`src/rtl/fabric_pkg.sv`:
```
// shared widths, address map and channel structs for the system bus slice
// single-beat transfers only, no bursts or cache/protection attributes
`default_nettype none

package fabric_pkg;

  localparam int ADDR_W          = 32;
  localparam int DATA_W          = 32;
  localparam int STRB_W          = DATA_W / 8;
  localparam int ID_W            = 8;
  localparam int MEM_IDX_W       = 8;
  // must be at least 1
  localparam int MEM_WAIT_CYCLES = 2;
  localparam int WAIT_CNT_W      = $clog2(MEM_WAIT_CYCLES + 1);

  // region select taken from the top address nibble
  localparam int REGION_W                 = 4;
  localparam logic [REGION_W-1:0] REGION_MEM = 4'h0;
  localparam logic [REGION_W-1:0] REGION_EXT = 4'h1;

  typedef logic [1:0] resp_t;

  localparam resp_t RESP_OKAY   = 2'b00;
  localparam resp_t RESP_SLVERR = 2'b10;
  localparam resp_t RESP_DECERR = 2'b11;

  typedef struct packed {
    logic              valid;
    logic [ADDR_W-1:0] addr;
    logic [ID_W-1:0]   id;
  } aw_req_t;

  typedef struct packed {
    logic              valid;
    logic [DATA_W-1:0] data;
    logic [STRB_W-1:0] strb;
  } w_req_t;

  typedef struct packed {
    logic            valid;
    logic [ID_W-1:0] id;
    resp_t           resp;
  } b_rsp_t;

  typedef struct packed {
    logic              valid;
    logic [ADDR_W-1:0] addr;
    logic [ID_W-1:0]   id;
  } ar_req_t;

  typedef struct packed {
    logic              valid;
    logic [ID_W-1:0]   id;
    logic [DATA_W-1:0] data;
    resp_t             resp;
  } r_rsp_t;

  typedef struct packed {
    logic              valid;
    logic              we;
    logic [ADDR_W-1:0] addr;
    logic [DATA_W-1:0] data;
    logic [STRB_W-1:0] strb;
  } ext_req_t;

  typedef struct packed {
    logic              ack;
    logic              err;
    logic [DATA_W-1:0] data;
  } ext_rsp_t;

endpackage

`default_nettype wire

```
`src/rtl/bus_txn_fsm.sv`:
```
// one transaction in flight at a time
// writes win over reads when both are valid
// address bits 31:28 pick memory, external port or the decode-error region
// response valid holds until the matching ready is sampled
`timescale 1ns/1ps
`default_nettype none

module bus_txn_fsm
  import fabric_pkg::*;
(
  input  logic                 i_per_clk,
  input  logic                 i_arst_n,
  input  aw_req_t              i_aw,
  input  w_req_t               i_w,
  input  ar_req_t              i_ar,
  input  logic                 i_bready,
  input  logic                 i_rready,
  input  ext_rsp_t             i_ext,
  input  logic                 i_wait_done,
  input  logic [DATA_W-1:0]    i_mem_rdata,
  output logic                 o_awready,
  output logic                 o_wready,
  output logic                 o_arready,
  output b_rsp_t               o_b,
  output r_rsp_t               o_r,
  output ext_req_t             o_ext,
  output logic                 o_wait_start,
  output logic                 o_mem_en,
  output logic                 o_mem_we,
  output logic [MEM_IDX_W-1:0] o_mem_idx,
  output logic [DATA_W-1:0]    o_mem_wdata,
  output logic [STRB_W-1:0]    o_mem_strb
);

  typedef enum logic [2:0] {
    ST_IDLE,
    ST_MEM_WAIT,
    ST_EXT_WAIT,
    ST_RESP_WR,
    ST_RESP_RD
  } state_t;

  state_t              state_q;
  state_t              state_d;
  logic                wr_go;
  logic                rd_go;
  logic                accept;
  logic [ADDR_W-1:0]   acc_addr;
  logic [REGION_W-1:0] acc_region;
  logic                we_q;
  logic                rd_mem_q;
  resp_t               resp_q;
  logic [ADDR_W-1:0]   addr_q;
  logic [DATA_W-1:0]   data_q;
  logic [STRB_W-1:0]   strb_q;
  logic [ID_W-1:0]     id_q;
  logic [DATA_W-1:0]   rdata_q;

  assign wr_go      = (state_q == ST_IDLE) && i_aw.valid && i_w.valid;
  assign rd_go      = (state_q == ST_IDLE) && i_ar.valid && !(i_aw.valid && i_w.valid);
  assign accept     = wr_go || rd_go;
  assign acc_addr   = wr_go ? i_aw.addr : i_ar.addr;
  assign acc_region = acc_addr[ADDR_W-1 -: REGION_W];

  assign o_awready    = wr_go;
  assign o_wready     = wr_go;
  assign o_arready    = rd_go;
  // timer starts on the accepting edge itself
  assign o_wait_start = accept && (acc_region == REGION_MEM);

  always_comb begin
    state_d = state_q;
    case (state_q)
      ST_IDLE: begin
        if (accept) begin
          if (acc_region == REGION_MEM) begin
            state_d = ST_MEM_WAIT;
          end else if (acc_region == REGION_EXT) begin
            state_d = ST_EXT_WAIT;
          end else begin
            state_d = wr_go ? ST_RESP_WR : ST_RESP_RD;
          end
        end
      end
      ST_MEM_WAIT: if (i_wait_done) state_d = we_q ? ST_RESP_WR : ST_RESP_RD;
      ST_EXT_WAIT: if (i_ext.ack) state_d = we_q ? ST_RESP_WR : ST_RESP_RD;
      ST_RESP_WR:  if (i_bready) state_d = ST_IDLE;
      ST_RESP_RD:  if (i_rready) state_d = ST_IDLE;
      default:     state_d = ST_IDLE;
    endcase
  end

  always_ff @(posedge i_per_clk or negedge i_arst_n) begin
    if (!i_arst_n) begin
      state_q  <= ST_IDLE;
      we_q     <= 1'b0;
      rd_mem_q <= 1'b0;
      resp_q   <= RESP_OKAY;
    end else begin
      state_q <= state_d;
      if (accept) begin
        we_q     <= wr_go;
        rd_mem_q <= 1'b0;
        if (acc_region == REGION_MEM || acc_region == REGION_EXT) begin
          resp_q <= RESP_OKAY;
        end else begin
          resp_q <= RESP_DECERR;
        end
      end
      // memory read data is registered by the sram on this same edge
      if (state_q == ST_MEM_WAIT && i_wait_done) rd_mem_q <= !we_q;
      if (state_q == ST_EXT_WAIT && i_ext.ack) begin
        resp_q <= i_ext.err ? RESP_SLVERR : RESP_OKAY;
      end
    end
  end

  always_ff @(posedge i_per_clk) begin
    if (accept) begin
      addr_q  <= acc_addr;
      id_q    <= wr_go ? i_aw.id : i_ar.id;
      data_q  <= wr_go ? i_w.data : '0;
      strb_q  <= wr_go ? i_w.strb : '0;
      rdata_q <= '0;
    end
    if (state_q == ST_EXT_WAIT && i_ext.ack) rdata_q <= i_ext.data;
  end

  assign o_mem_en    = (state_q == ST_MEM_WAIT) && i_wait_done;
  assign o_mem_we    = we_q;
  assign o_mem_idx   = addr_q[MEM_IDX_W+1:2];
  assign o_mem_wdata = data_q;
  assign o_mem_strb  = strb_q;

  assign o_ext = '{valid: (state_q == ST_EXT_WAIT), we: we_q, addr: addr_q,
                   data: data_q, strb: strb_q};

  assign o_b = '{valid: (state_q == ST_RESP_WR), id: id_q, resp: resp_q};
  assign o_r = '{valid: (state_q == ST_RESP_RD), id: id_q,
                 data: rd_mem_q ? i_mem_rdata : rdata_q, resp: resp_q};

  a_b_hold: assert property (@(posedge i_per_clk) disable iff (!i_arst_n)
    (o_b.valid && !i_bready) |=> (o_b.valid && $stable(o_b)))
    else $error("write response changed under back-pressure");

  // read data comes straight from the sram output register
  a_r_hold: assert property (@(posedge i_per_clk) disable iff (!i_arst_n)
    (o_r.valid && !i_rready) |=> (o_r.valid && $stable(o_r)))
    else $error("read response changed under back-pressure");

endmodule

`default_nettype wire

```
`config.mk`:
```
export PLATFORM = sky130hd
export DESIGN_NAME = bus_txn_fsm
export DESIGN_NICKNAME = d
export VERILOG_FILES = /design/src/rtl/fabric_pkg.sv /design/src/rtl/bus_txn_fsm.sv
export SDC_FILE = /design/constraint.sdc
export NUM_CORES = 1
export LEC_CHECK = 0
export BUFFER_PORTS_ARGS = -buffer_cell sky130_fd_sc_hd__buf_2
export CAP_MARGIN = 0
export CORE_AREA = 3 3 139 141
export DETAILED_ROUTE_END_ITERATION = 10
export DIE_AREA = 0 0 142 144
export PLACE_DENSITY_LB_ADDON = 0.2
export SLEW_MARGIN = 15
export SYNTH_ARGS = -nofsm -noshare
export SYNTH_HDL_FRONTEND = slang
export SYNTH_SLANG_ARGS = --single-unit
export TNS_END_PERCENT = 5
```
`constraint.sdc`:
```
create_clock -name i_per_clk -period 3.6 [get_ports i_per_clk]
set_clock_uncertainty 0.05 [all_clocks]
set_input_delay 0.18 -clock i_per_clk [delete_from_list [all_inputs] [get_ports i_per_clk]]
set_output_delay 0.18 -clock i_per_clk [all_outputs]
set_load 0.02 [all_outputs]
```
==> load_flow_metrics.sql, run 1 <==
INSERT INTO impl_metrics (metric_group, metric, value, unit) VALUES
('run_status', 'run_status', 'finished clean', ''),
('clock_network', 'clock_insertion_delay_worst_skew', '0.40', 'ns'),
('worst_setup_path', 'critical_path.endpoint_type', 'flop', ''),
('finish', 'post_route_cells_drive_above_1_share', '0.505', ''),
('worst_setup_path', 'worst_ep_required_time', '3.82', 'ns'),
('grt', 'grt_start_max_net_pins', '77', ''),
('logic_synthesis', 'synthFlopType', 'sky130_fd_sc_hd__edfxtp_1', ''),
('sta', 'hold_viol', '0', ''),
('worst_setup_path', 'criticalPathCategory', 'reg -> reg', ''),
('sta', 'grt_setup_unrepaired', 'no', ''),
('route', 'drt_iter0_drc', '215', ''),
('die', 'die_width', '142', 'microns'),
('grt', 'number_of_antenna_violations_at_the_first_check_in_global_routing', '1', ''),
('die', 'rows', '49', ''),
('die', 'initial_utilization', '0.309', ''),
('sta', 'timing.fmax', '0.355', 'GHz'),
('clock_network', 'clock_tree.buffer_depth', '2', ''),
('logic_synthesis', 'synth.yosys.seq_area_share', '0.613', ''),
('route', 'route.final.wire_length', '17.6', 'mm'),
('clock_network', 'cts_htree_levels', '4', ''),
('logic_synthesis', 'ys_async_sr_fraction', '0.0609', ''),
('logic_synthesis', 'synthMostInstantiatedCell', 'sky130_fd_sc_hd__nand2_1', ''),
('die', 'die_h', '144', 'microns'),
('route', 'route.detailed.drc', '0', ''),
('logic_synthesis', 'synth.top_cells.by_count', '125 x sky130_fd_sc_hd__nand2_1, 108 x sky130_fd_sc_hd__edfxtp_1, 69 x sky130_fd_sc_hd__and3_1', ''),
('sta', 'fin_crit', '2.82', 'ns'),
('clock_network', 'cts.sinks', '115', ''),
('grt', 'number_of_global_route_vias_before_repair', '4935', ''),
('logic_synthesis', 'ys_seq_elements', '115', ''),
('route', 'viasPerCell', '4.52', ''),
('finish', 'layout.filler_cells', '1729', ''),
('die', 'io-pin-count', '364', ''),
('placement', 'count_of_buffers_inserted_at_the_top_level_ports', '363', ''),
('sta', 'period_share', '0.783', ''),
('logic_synthesis', 'syn_area_per_cell', '11.7', 'sq um'),
('finish', 'nets', '1039', ''),
('route', 'drt_pass1_iterations', '4', ''),
('grt', 'grt_first_pass_wirelength', '25.8', 'mm'),
('sta', 'timing_worst_slew_pin_value', '1.01', 'ns'),
('placement', 'dp_hpwl', '12.9', 'mm'),
('logic_synthesis', 'synth_largest_area_cell', 'sky130_fd_sc_hd__edfxtp_1', ''),
('sta', 'fin_setup_tns', '0', 'ns'),
('clock_network', 'clk_root_buffer_cell', 'sky130_fd_sc_hd__clkbuf_16', ''),
('logic_synthesis', 'yosys_warnings', '0', ''),
('grt', 'grt.total_usage', '0.164', ''),
('logic_synthesis', 'post_synthesis_cell_area', '5580', 'sq um'),
('logic_synthesis', 'synth_cell_type_count', '38', ''),
('die', 'die-area', '20400', 'sq um'),
('clock_network', 'cts_made_buffers', '17', ''),
('sta', 'slew-limit-headroom', '0.326', ''),
('min_path', 'worst_hold_path_type', 'in -> reg', ''),
('logic_synthesis', 'post_synth_top_area_share', '0.581', ''),
('clock_network', 'cts_post_setup_buffers_inserted', '0', ''),
('sta', 'setup_violations', '0', ''),
('run', 'count_of_max_cap_constraint_violations', '0', ''),
('route', 'ant_nets', '0', ''),
('worst_setup_path', 'critPathMaxFanout', '40', ''),
('pwr', 'vdd_ir_drop_max', '385', 'uV'),
('logic_synthesis', 'gate_count_of_the_mapped_netlist', '477', ''),
('grt', 'globalRouteOverflowTotal', '0', ''),
('pwr', 'static_leak', '4.18', 'nW'),
('finish', 'postLayoutCellArea', '8410', 'sq um'),
('route', 'detail_route.wl_per_cell', '16.1', 'microns'),
('logic_synthesis', 'syn-num-nets', '667', ''),
('logic_synthesis', 'synth_area_leaders', 'sky130_fd_sc_hd__edfxtp_1 58%, sky130_fd_sc_hd__nand2_1 8.4%, sky130_fd_sc_hd__and3_1 7.7%', ''),
('worst_setup_path', 'crit_path_start_kind', 'flop', ''),
('clock_network', 'cts_tree', 'done', ''),
('die', 'core-area', '18100', 'sq um'),
('logic_synthesis', 'synth_edf_count', '108', ''),
('finish', 'area.growth.synth_to_final', '50.7', '%'),
('worst_setup_path', 'timing.critical_path.arrival', '3.04', 'ns'),
('sta', 'final_max_slew_viol_count', '0', ''),
('pwr', 'cellPowerDensity', '812', 'nW/um^2'),
('route', 'num_vias', '4939', ''),
('placement', 'postPlaceCellArea', '7200', 'sq um'),
('clock_network', 'clk_transition_reported_paths', '0.05', 'ns'),
('placement', 'routabilityCongestion', '0.844', '');
## cell usage in the layout (no fill, tap or decap), types with 2 or more instances in the layout
cell and instances:
sky130_fd_sc_hd__inv_2 2, sky130_fd_sc_hd__clkinvlp_4 5, sky130_fd_sc_hd__nand2b_1 3, sky130_fd_sc_hd__and3_1 69, sky130_fd_sc_hd__a21oi_1 4, sky130_fd_sc_hd__buf_4 7
sky130_fd_sc_hd__edfxtp_1 108, sky130_fd_sc_hd__clkinv_1 3, sky130_fd_sc_hd__clkbuf_1 3, sky130_fd_sc_hd__buf_2 363, sky130_fd_sc_hd__nor3_1 2, sky130_fd_sc_hd__and2_1 3
sky130_fd_sc_hd__o21ai_1 2, sky130_fd_sc_hd__or3b_1 2, sky130_fd_sc_hd__clkinv_2 4, sky130_fd_sc_hd__nand2_1 125, sky130_fd_sc_hd__clkbuf_16 17, sky130_fd_sc_hd__inv_1 2
sky130_fd_sc_hd__a211oi_1 3, sky130_fd_sc_hd__dfrtp_1 7, sky130_fd_sc_hd__o31ai_1 3, sky130_fd_sc_hd__nor2_1 4, sky130_fd_sc_hd__or3_1 3, sky130_fd_sc_hd__dlygate4sd3_1 68
sky130_fd_sc_hd__mux2_2 32
## final cells by class
cell class | count | area, sq um | area share
sequential | 115 | 3420 | 0.407
timing repair buffer | 438 | 2550 | 0.303
multi-input combinational | 272 | 1600 | 0.190
clock buffer | 20 | 437 | 0.0519
tap | 229 | 287 | 0.0341
clock inverter | 12 | 91.3 | 0.0109
inverter | 5 | 22.5 | 0.00268
antenna | 1 | 2.50 | 0.000298
## registers in the layout (all words and copies together) (netlist names)
name and cells:
addr_q 32, o_mem_wdata 32, rdata_q 32, id_q 8, o_mem_strb 4, state_q 3
resp_q 2, o_mem_we 1, rd_mem_q 1
## per-layer routing
| metal | track usage | wire [microns] |
|---|---|---|
| met2 | 0.299 | 9330 |
| met3 | 0.0390 | 1180 |
| met1 | 0.180 | 6550 |
| met4 | 0.0763 | 542 |
| met5 | 0 | 0 |
## final timing paths
kind	start	to	slack, ns	cells past startpoint
min in group asynchronous	i_arst_n	resp_q[0]$_DFFE_PN0P_	0.10	2
hold / removal	i_ar[14]	addr_q[6]$_DFFE_PP_	0.02	3
setup reg to reg	state_q[0]$_DFFE_PN0P_	addr_q[27]$_DFFE_PP_	0.78	8
setup / recovery	state_q[0]$_DFFE_PN0P_	addr_q[27]$_DFFE_PP_	0.78	8
max in group asynchronous	i_arst_n	state_q[0]$_DFFE_PN0P_	3.23	2
hold reg to reg	resp_q[0]$_DFFE_PN0P_	resp_q[0]$_DFFE_PN0P_	0.52	1
## repair_timing
item,in CTS,in global routing
hold buffers,68,0
hold endpoints to repair,44,0
resized for setup,0,0
## power breakdown
part	switching [mW]	internal (mW)	total [mW]	leakage [nW]
registers	0.245	2.10	2.35	1.13
logic	1.92	1.06	2.98	2.80
clock network	0.568	0.933	1.50	0.248
total	2.73	4.09	6.82	4.18
## worst max-delay path: stages (launching register included)
cell and delay [ns]:
sky130_fd_sc_hd__dfrtp_1 0.54, sky130_fd_sc_hd__nor3_4 0.23, sky130_fd_sc_hd__buf_4 0.35, sky130_fd_sc_hd__nand2_1 0.14, sky130_fd_sc_hd__inv_2 0.32, sky130_fd_sc_hd__buf_4 0.34, sky130_fd_sc_hd__nand2_1 0.08, sky130_fd_sc_hd__nand2_1 0.06
sky130_fd_sc_hd__dlygate4sd3_1 0.56
## metrics by stage
step                hold slack, ns  std cells   util  total power, mW  worst slack (ns)
finish                      0.0212       1092  0.465             6.82             0.781
global route                0.0126       1092  0.465             7.21             0.584
CTS                       0.000132       1091  0.465             6.91             0.787
detailed placement        -0.00868        991  0.398             5.26              1.05
global placement           -0.0119        991  0.398             5.23              1.12
floorplan                   -0.166        477      -             4.45             0.608
## cells by family after synthesis
| logic type | count (synthesis) | share of synthesized area |
|---|---|---|
| buf+inv | 90 | 0.102 |
| flops | 115 | 0.613 |
| compound gates | 21 | 0.0280 |
| simple gates | 218 | 0.191 |
| mux | 33 | 0.0664 |
Power figures use the tool's default switching activity.
==> inputs of run 2 (changes only) <==
Settings changed: ABC_AREA from default to 1, CORE_AREA 3 3 139 141 to 3 3 142 144, DIE_AREA 0 0 142 144 to 0 0 145 147.
Clock period 3.6 ns to 3 ns, I/O delays scaled along.
==> run 2 against run 1 <==
  * Synthesized cell count up 32%
  * Non-clock buffer count up 67
  * Setup slack worse by 0.26 ns
  * Core utilization up 3.0 points
  * Hold slack worse by 0.0078 ns
  * Register-to-register slack worse by 0.08 ns
  * Total power up 10%
  * First-iteration DRC count down 25%
  * Sequential share of layout area down 4.0 points
  * Via count up 11%
  * Count of clock-buffer cells in the layout down 2
  * Largest cell class unchanged
==> load_flow_metrics.sql, run 2 <==
INSERT INTO impl_metrics (metric_group, metric, value, unit) VALUES
('worst_setup_path', 'critPathMaxFanout', '37', ''),
('logic_synthesis', 'synth_simple_gate_area_frac', '0.236', ''),
('logic_synthesis', 'gate_count_of_the_mapped_netlist', '632', ''),
('clock_network', 'cts_made_buffers', '17', ''),
('logic_synthesis', 'synth_cell_type_count', '21', ''),
('grt', 'grt_first_pass_wirelength', '28.0', 'mm'),
('run_status', 'run_status', 'finished clean', ''),
('logic_synthesis', 'syn_area_per_cell', '8.97', 'sq um'),
('die', 'initial_utilization', '0.301', ''),
('finish', 'area.growth.synth_to_final', '64.5', '%'),
('logic_synthesis', 'synth.top_cells.by_count', '230 x sky130_fd_sc_hd__nand2_1, 108 x sky130_fd_sc_hd__edfxtp_1, 89 x sky130_fd_sc_hd__inv_1', ''),
('finish', 'n_antenna_cell', '0', ''),
('worst_setup_path', 'critical_path.endpoint_type', 'output port', ''),
('sta', 'fin_setup_tns', '0', 'ns'),
('route', 'drt_pass1_iterations', '6', ''),
('logic_synthesis', 'synth_mux_area_frac', '0', ''),
('min_path', 'worst_hold_path_type', 'in -> reg', ''),
('sta', 'final_max_slew_viol_count', '0', ''),
('clock_network', 'clock_tree.buffer_depth', '2', ''),
('route', 'viasPerCell', '4.05', ''),
('sta', 'slew-limit-headroom', '0.375', ''),
('placement', 'count_of_buffers_inserted_at_the_top_level_ports', '363', ''),
('die', 'die_h', '147', 'microns'),
('clock_network', 'clk_transition_reported_paths', '0.05', 'ns'),
('sta', 'timing.fmax', '0.403', 'GHz'),
('pwr', 'static_leak', '4.93', 'nW'),
('sta', 'fin_crit', '2.48', 'ns'),
('clock_network', 'cts_htree_levels', '4', ''),
('grt', 'number_of_global_route_vias_before_repair', '5527', ''),
('finish', 'nets', '1266', ''),
('worst_setup_path', 'criticalPathCategory', 'reg -> out', ''),
('route', 'drt_iter0_drc', '162', ''),
('logic_synthesis', 'ys_async_sr_fraction', '0.0609', ''),
('logic_synthesis', 'synth_largest_area_cell', 'sky130_fd_sc_hd__edfxtp_1', ''),
('logic_synthesis', 'synth.yosys.seq_area_share', '0.603', ''),
('worst_setup_path', 'rr_startpoint', 'state_q[1]$_DFFE_PN0P_', ''),
('pwr', 'total_power', '7.53', 'mW'),
('worst_setup_path', 'number_of_cells_on_the_worst_reg_to_reg_path', '6', ''),
('logic_synthesis', 'synth-compound-area-share', '0.00751', ''),
('logic_synthesis', 'synth_area_in_xor_xnor', '0', ''),
('route', 'route.final.wire_length', '17.8', 'mm'),
('worst_setup_path', 'rrSetupSlack', '0.70', 'ns'),
('route', 'detail_route.wl_per_cell', '13.2', 'microns'),
('clock_network', 'post_cts.resized_instances', '0', ''),
('clock_network', 'clk_root_buffer_cell', 'sky130_fd_sc_hd__clkbuf_16', ''),
('grt', 'number_of_antenna_violations_at_the_first_check_in_global_routing', '2', ''),
('grt', 'grt.total_usage', '0.165', ''),
('pwr', 'vdd_ir_drop_max', '362', 'uV'),
('worst_setup_path', 'crit_path_start_kind', 'flop', ''),
('die', 'rows', '50', ''),
('logic_synthesis', 'syn-num-nets', '822', ''),
('sta', 'fin_hold_ws', '0.0134', 'ns'),
('sta', 'timing_worst_slew_pin_value', '0.937', 'ns'),
('sta', 'period_share', '0.827', ''),
('worst_setup_path', 'worst_ep_required_time', '2.80', 'ns'),
('finish', 'commonest_non_fill_non_tap_cells_in_the_layout', '363 x sky130_fd_sc_hd__buf_2, 230 x sky130_fd_sc_hd__nand2_1, 135 x sky130_fd_sc_hd__dlygate4sd3_1', ''),
('worst_setup_path', 'timing.critical_path.arrival', '2.28', 'ns'),
('die', 'die-area', '21300', 'sq um'),
('logic_synthesis', 'synth_edf_count', '108', ''),
('logic_synthesis', 'yosys_warnings', '0', ''),
('finish', 'layout_commonest_cell', 'sky130_fd_sc_hd__buf_2', ''),
('sta', 'hold_viol', '0', ''),
('logic_synthesis', 'post_synthesis_cell_area', '5670', 'sq um'),
('route', 'num_vias', '5464', ''),
('clock_network', 'post_cts_hold_fix_bufs', '135', ''),
('run', 'count_of_max_cap_constraint_violations', '0', ''),
('clock_network', 'clock_insertion_delay_worst_skew', '0.41', 'ns'),
('worst_setup_path', 'critPathLaunch', 'state_q[1]$_DFFE_PN0P_', ''),
('route', 'ant_nets', '0', ''),
('grt', 'globalRouteOverflowTotal', '0', ''),
('logic_synthesis', 'yosys.area_share.adder', '0', ''),
('clock_network', 'cts_post_setup_buffers_inserted', '0', ''),
('logic_synthesis', 'synth_area_leaders', 'sky130_fd_sc_hd__edfxtp_1 57%, sky130_fd_sc_hd__nand2_1 15%, sky130_fd_sc_hd__buf_4 7.4%', ''),
('route', 'route.detailed.drc', '0', ''),
('sta', 'grt_setup_unrepaired', 'no', ''),
('logic_synthesis', 'largest_family_of_logic_cells_by_synthesized_area', 'simple AND/OR/NAND/NOR gates', ''),
('clock_network', 'cts_tree', 'done', ''),
('worst_setup_path', 'timing.critical_path.to', 'o_wait_start', ''),
('grt', 'grt_start_max_net_pins', '81', ''),
('sta', 'setup_violations', '0', ''),
('worst_setup_path', 'rr_endpoint', 'id_q[1]$_DFFE_PP_', ''),
('die', 'die_width', '145', 'microns'),
('finish', 'post_route_cells_drive_above_1_share', '0.376', ''),
('placement', 'dp_hpwl', '13.2', 'mm'),
('logic_synthesis', 'synthFlopType', 'sky130_fd_sc_hd__edfxtp_1', ''),
('placement', 'routabilityCongestion', '0.804', ''),
('clock_network', 'cts.sinks', '115', ''),
('logic_synthesis', 'post_synth_top_area_share', '0.572', ''),
('logic_synthesis', 'synthMostInstantiatedCell', 'sky130_fd_sc_hd__nand2_1', ''),
('die', 'core-area', '18800', 'sq um'),
('logic_synthesis', 'ys_seq_elements', '115', ''),
('die', 'io-pin-count', '364', ''),
('pwr', 'cellPowerDensity', '808', 'nW/um^2');
==> run 2: worst min-delay path by stage <==
stage	startpoint	to	slack, ns	depth (start not counted)
floorplan	i_arst_n	o_mem_we$_DFFE_PN0P_	-0.20	0
global placement	i_arst_n	rd_mem_q$_DFFE_PN0P_	-0.05	1
detailed placement	i_arst_n	rd_mem_q$_DFFE_PN0P_	-0.04	1
CTS	i_ext[17]	rdata_q[17]$_SDFFCE_PN0P_	0.003	3
global route	i_ext[5]	rdata_q[5]$_SDFFCE_PN0P_	0.006	3
finish	i_w[2]	o_mem_strb[2]$_SDFFCE_PP0P_	0.01	3
==> run 2: area by class of cell <==
type | instances | area, sq um
Sequential cell | 115 | 3420
Multi-Input combinational cell | 347 | 1390
Clock inverter | 14 | 186
Inverter | 90 | 338
Timing Repair Buffer | 505 | 3230
Fill cell | 1812 | 9510
Clock buffer | 18 | 429
Tap cell | 260 | 325
==> run 2: routing by layer <==
layer  wire length (microns)  track usage
met4                     380       0.0589
met3                    1680       0.0682
met5                      34            0
met2                    8990        0.297
met1                    6690        0.174
==> run 2: per-stage QoR <==
stage	instances	utilization	worst slack, ns	cell area [sq um]
2_1_floorplan	632	-	0.143	5670
3_3_place_gp	1182	0.391	0.914	7360
3_5_place_dp	1182	0.391	0.884	7360
4_1_cts	1349	0.495	0.441	9320
5_1_grt	1349	0.495	0.270	9320
6_report	1349	0.495	0.519	9320
==> run 2: worst max-delay path: stages (launching register included) <==
cell                      delay (ns)
sky130_fd_sc_hd__dfrtp_1        0.47
sky130_fd_sc_hd__nor2_4         0.12
sky130_fd_sc_hd__nand3_4        0.19
sky130_fd_sc_hd__buf_4          0.40
sky130_fd_sc_hd__nand2_1        0.10
sky130_fd_sc_hd__nand2_1        0.12
sky130_fd_sc_hd__nand2_1        0.08
sky130_fd_sc_hd__nor3_1         0.18
sky130_fd_sc_hd__buf_2          0.21
==> run 2: cells by family (layout without fill, tap and decap cells) <==
logic type | Yosys count | count (layout)
buffers and inverters | 170 | 627
AND/OR/NAND/NOR | 339 | 339
AO/OA/AOI/OAI | 8 | 8
flip-flops | 115 | 115
==> run 2: where the power goes <==
part           switching (mW)  internal, mW  total, mW
sequential              0.180          2.32       2.50
clock                   0.706          1.38       2.09
combinational            1.97         0.968       2.94
total                    2.86          4.67       7.53
==> inputs of run 3 (changes only) <==
Settings changed: ABC_AREA 1 to 0, CORE_AREA 3 3 142 144 to 3 3 139 141, DIE_AREA 0 0 145 147 to 0 0 142 144.
Clock period 3 ns to 2.1 ns, I/O delays scaled along.
==> run 3 against run 2 <==
  * Via count decreased by 2.9%
  * Setup slack got worse by 0.43 ns
  * Combinational power grew 80%
  * Critical path depth is 2 lower
  * Critical path type is now in -> out
  * Hold slack improved by 0.015 ns
  * Highest routed layer is now met4
  * Cell count decreased by 12%
==> load_flow_metrics.sql, run 3 (synthesis results as in run 1) <==
INSERT INTO impl_metrics (metric_group, metric, value, unit) VALUES
('grt', 'grt_start_max_net_pins', '65', ''),
('run_status', 'run_status', 'finished clean', ''),
('die', 'die_width', '142', 'microns'),
('die', 'io-pin-count', '364', ''),
('sta', 'slew-limit-headroom', '0.659', ''),
('pwr', 'combPwrFrac', '0.437', ''),
('worst_setup_path', 'critPathLaunch', 'i_ar[37]', ''),
('clock_network', 'clk_root_buffer_cell', 'sky130_fd_sc_hd__clkbuf_16', ''),
('pwr', 'static_leak', '4.57', 'nW'),
('route', 'highest_layer', 'met4', ''),
('worst_setup_path', 'critPathMaxFanout', '5', ''),
('route', 'route.detailed.drc', '0', ''),
('clock_network', 'cts_made_buffers', '17', ''),
('die', 'die_h', '144', 'microns'),
('grt', 'grt_first_pass_wirelength', '28.4', 'mm'),
('worst_setup_path', 'number_of_cells_on_the_worst_reg_to_reg_path', '5', ''),
('finish', 'layout_commonest_cell', 'sky130_fd_sc_hd__buf_2', ''),
('pwr', 'total_power', '12.1', 'mW'),
('finish', 'layout.filler_cells', '1603', ''),
('run', 'count_of_max_cap_constraint_violations', '0', ''),
('worst_setup_path', 'critical_path.endpoint_type', 'output port', ''),
('finish', 'nets', '1126', ''),
('worst_setup_path', 'rrSetupSlack', '0.20', 'ns'),
('die', 'rows', '49', ''),
('finish', 'post_route_cells_drive_above_1_share', '0.469', ''),
('route', 'wl_met3', '1.15', 'mm'),
('pwr', 'vdd_ir_drop_max', '796', 'uV'),
('die', 'initial_utilization', '0.309', ''),
('pwr', 'switchingPower', '4.75', 'mW'),
('clock_network', 'clock_tree.buffer_depth', '2', ''),
('pwr', 'seqPwrFrac', '0.332', ''),
('worst_setup_path', 'timing.critical_path.arrival', '1.85', 'ns'),
('pwr', 'p_int', '7.37', 'mW'),
('clock_network', 'cts.sinks', '115', ''),
('sta', 'setup_violations', '0', ''),
('sta', 'timing.fmax', '0.498', 'GHz'),
('placement', 'dp_hpwl', '13.2', 'mm'),
('worst_setup_path', 'criticalPathCategory', 'in -> out', ''),
('route', 'detail_route.wl_per_cell', '16.1', 'microns'),
('route', 'wl_met2', '10.3', 'mm'),
('pwr', 'pwr-share-clk', '0.232', ''),
('finish', 'final_core_util', '0.518', ''),
('clock_network', 'clk_transition_reported_paths', '0.05', 'ns'),
('grt', 'globalRouteOverflowTotal', '0', ''),
('route', 'met1_length', '7.09', 'mm'),
('placement', 'routabilityCongestion', '0.814', ''),
('grt', 'grt.total_usage', '0.178', ''),
('placement', 'count_of_buffers_inserted_at_the_top_level_ports', '363', ''),
('clock_network', 'clock_insertion_delay_worst_skew', '0.40', 'ns'),
('finish', 'layout_cells_excl_fill', '1181', ''),
('sta', 'period_share', '0.956', ''),
('grt', 'number_of_antenna_violations_at_the_first_check_in_global_routing', '1', ''),
('pwr', 'p_sw_frac', '0.392', ''),
('sta', 'fin_crit', '2.01', 'ns'),
('grt', 'number_of_global_route_vias_before_repair', '5527', ''),
('sta', 'fin_hold_ws', '0.0280', 'ns'),
('min_path', 'worst_hold_path_type', 'in -> async', ''),
('route', 'viasPerCell', '4.49', ''),
('die', 'die-area', '20400', 'sq um'),
('route', 'ant_nets', '0', ''),
('worst_setup_path', 'rr_endpoint', 'o_mem_wdata[24]$_SDFFCE_PP0P_', ''),
('sta', 'timing_worst_slew_pin_value', '0.507', 'ns'),
('sta', 'fin_setup_tns', '0', 'ns'),
('sta', 'final_max_slew_viol_count', '0', ''),
('finish', 'commonest_non_fill_non_tap_cells_in_the_layout', '363 x sky130_fd_sc_hd__buf_2, 150 x sky130_fd_sc_hd__dlygate4sd3_1, 125 x sky130_fd_sc_hd__nand2_1', ''),
('route', 'num_vias', '5303', ''),
('placement', 'place.detailed.instances', '995', ''),
('worst_setup_path', 'worst_ep_required_time', '1.95', 'ns'),
('clock_network', 'cts_htree_levels', '4', ''),
('worst_setup_path', 'crit_path_start_kind', 'primary input', ''),
('route', 'drt_pass1_iterations', '4', ''),
('finish', 'area.growth.synth_to_final', '67.9', '%'),
('route', 'drt_iter0_drc', '207', ''),
('route', 'route.final.wire_length', '19.0', 'mm'),
('pwr', 'cellPowerDensity', '1290', 'nW/um^2'),
('clock_network', 'cts_tree', 'done', ''),
('die', 'core-area', '18100', 'sq um'),
('worst_setup_path', 'rr_startpoint', 'state_q[2]$_DFFE_PN0P_', ''),
('sta', 'grt_setup_unrepaired', 'no', ''),
('sta', 'hold_viol', '0', '');
-- run 3: cell count changes in the layout (fill, tap and decap cells not counted), moves of 4 or more --
cell                            delta
sky130_fd_sc_hd__mux2_2           +32
sky130_fd_sc_hd__inv_1            -87
sky130_fd_sc_hd__nand2_2           -4
sky130_fd_sc_hd__nor2_1           -77
sky130_fd_sc_hd__dlygate4sd3_1    +15
sky130_fd_sc_hd__nand3_1           -9
sky130_fd_sc_hd__nand2_1         -105
sky130_fd_sc_hd__nand4_1           -7
sky130_fd_sc_hd__and3_1           +69
-- run 3: area by class of cell --
cell class | instances | area (sq um) | area share
Sequential cell | 115 | 3420 | 0.365
Inverter | 5 | 26.3 | 0.00280
Clock buffer | 20 | 437 | 0.0466
Antenna cell | 3 | 7.51 | 0.000801
Clock inverter | 12 | 139 | 0.0148
Timing Repair Buffer | 525 | 3440 | 0.367
Tap cell | 229 | 287 | 0.0306
Multi-Input combinational cell | 272 | 1620 | 0.172
-- run 3: per-layer routing --
metal	up-vias	track usage
met5	-	0
met4	0	0.0697
met2	248	0.337
li1	2546	-
met3	29	0.0489
met1	2480	0.187
-- run 3: how the worst max path moves through the flow --
stage               slack [ns]                       endpoint
finish                    0.09                   o_wait_start
floorplan                -0.80       rdata_q[0]$_SDFFCE_PN0P_
global placement          0.27   o_mem_wdata[2]$_SDFFCE_PP0P_
detailed placement        0.22  o_mem_wdata[20]$_SDFFCE_PP0P_
CTS                       0.04                   o_wait_start
global route             0.003                   o_wait_start
-- run 3: worst max-delay path, stage by stage --
cell	delay [ns]
sky130_fd_sc_hd__dlygate4sd3_1	0.53
sky130_fd_sc_hd__buf_2	0.13
sky130_fd_sc_hd__or3_4	0.42
sky130_fd_sc_hd__or3_1	0.32
sky130_fd_sc_hd__a21oi_1	0.15
sky130_fd_sc_hd__buf_2	0.19
-- run 3: metrics by stage --
step,setup slack [ns],area [sq um]
2_1_floorplan,-0.804,5600
3_3_place_gp,0.268,7270
3_5_place_dp,0.220,7270
4_1_cts,0.0377,9350
5_1_grt,0.00258,9360
6_report,0.0929,9370
-- run 3: power groups by stage --
stage | logic (mW) | clock network [mW] | registers, mW
2_1_floorplan | 3.06 | 0 | 4.58
3_3_place_gp | 5.04 | 0 | 4.03
3_5_place_dp | 5.06 | 0 | 4.06
4_1_cts | 5.30 | 2.88 | 4.04
5_1_grt | 5.65 | 2.98 | 4.11
6_report | 5.29 | 2.81 | 4.02
-- run 3: what timing repair did --
action,CTS,global route
hold endpoints to repair,117,0
gates cloned,0,0
endpoints found under the setup margin,2,4
setup buffers,0,1
resized for setup,3,1
hold buffers,150,0
pin swaps,0,1
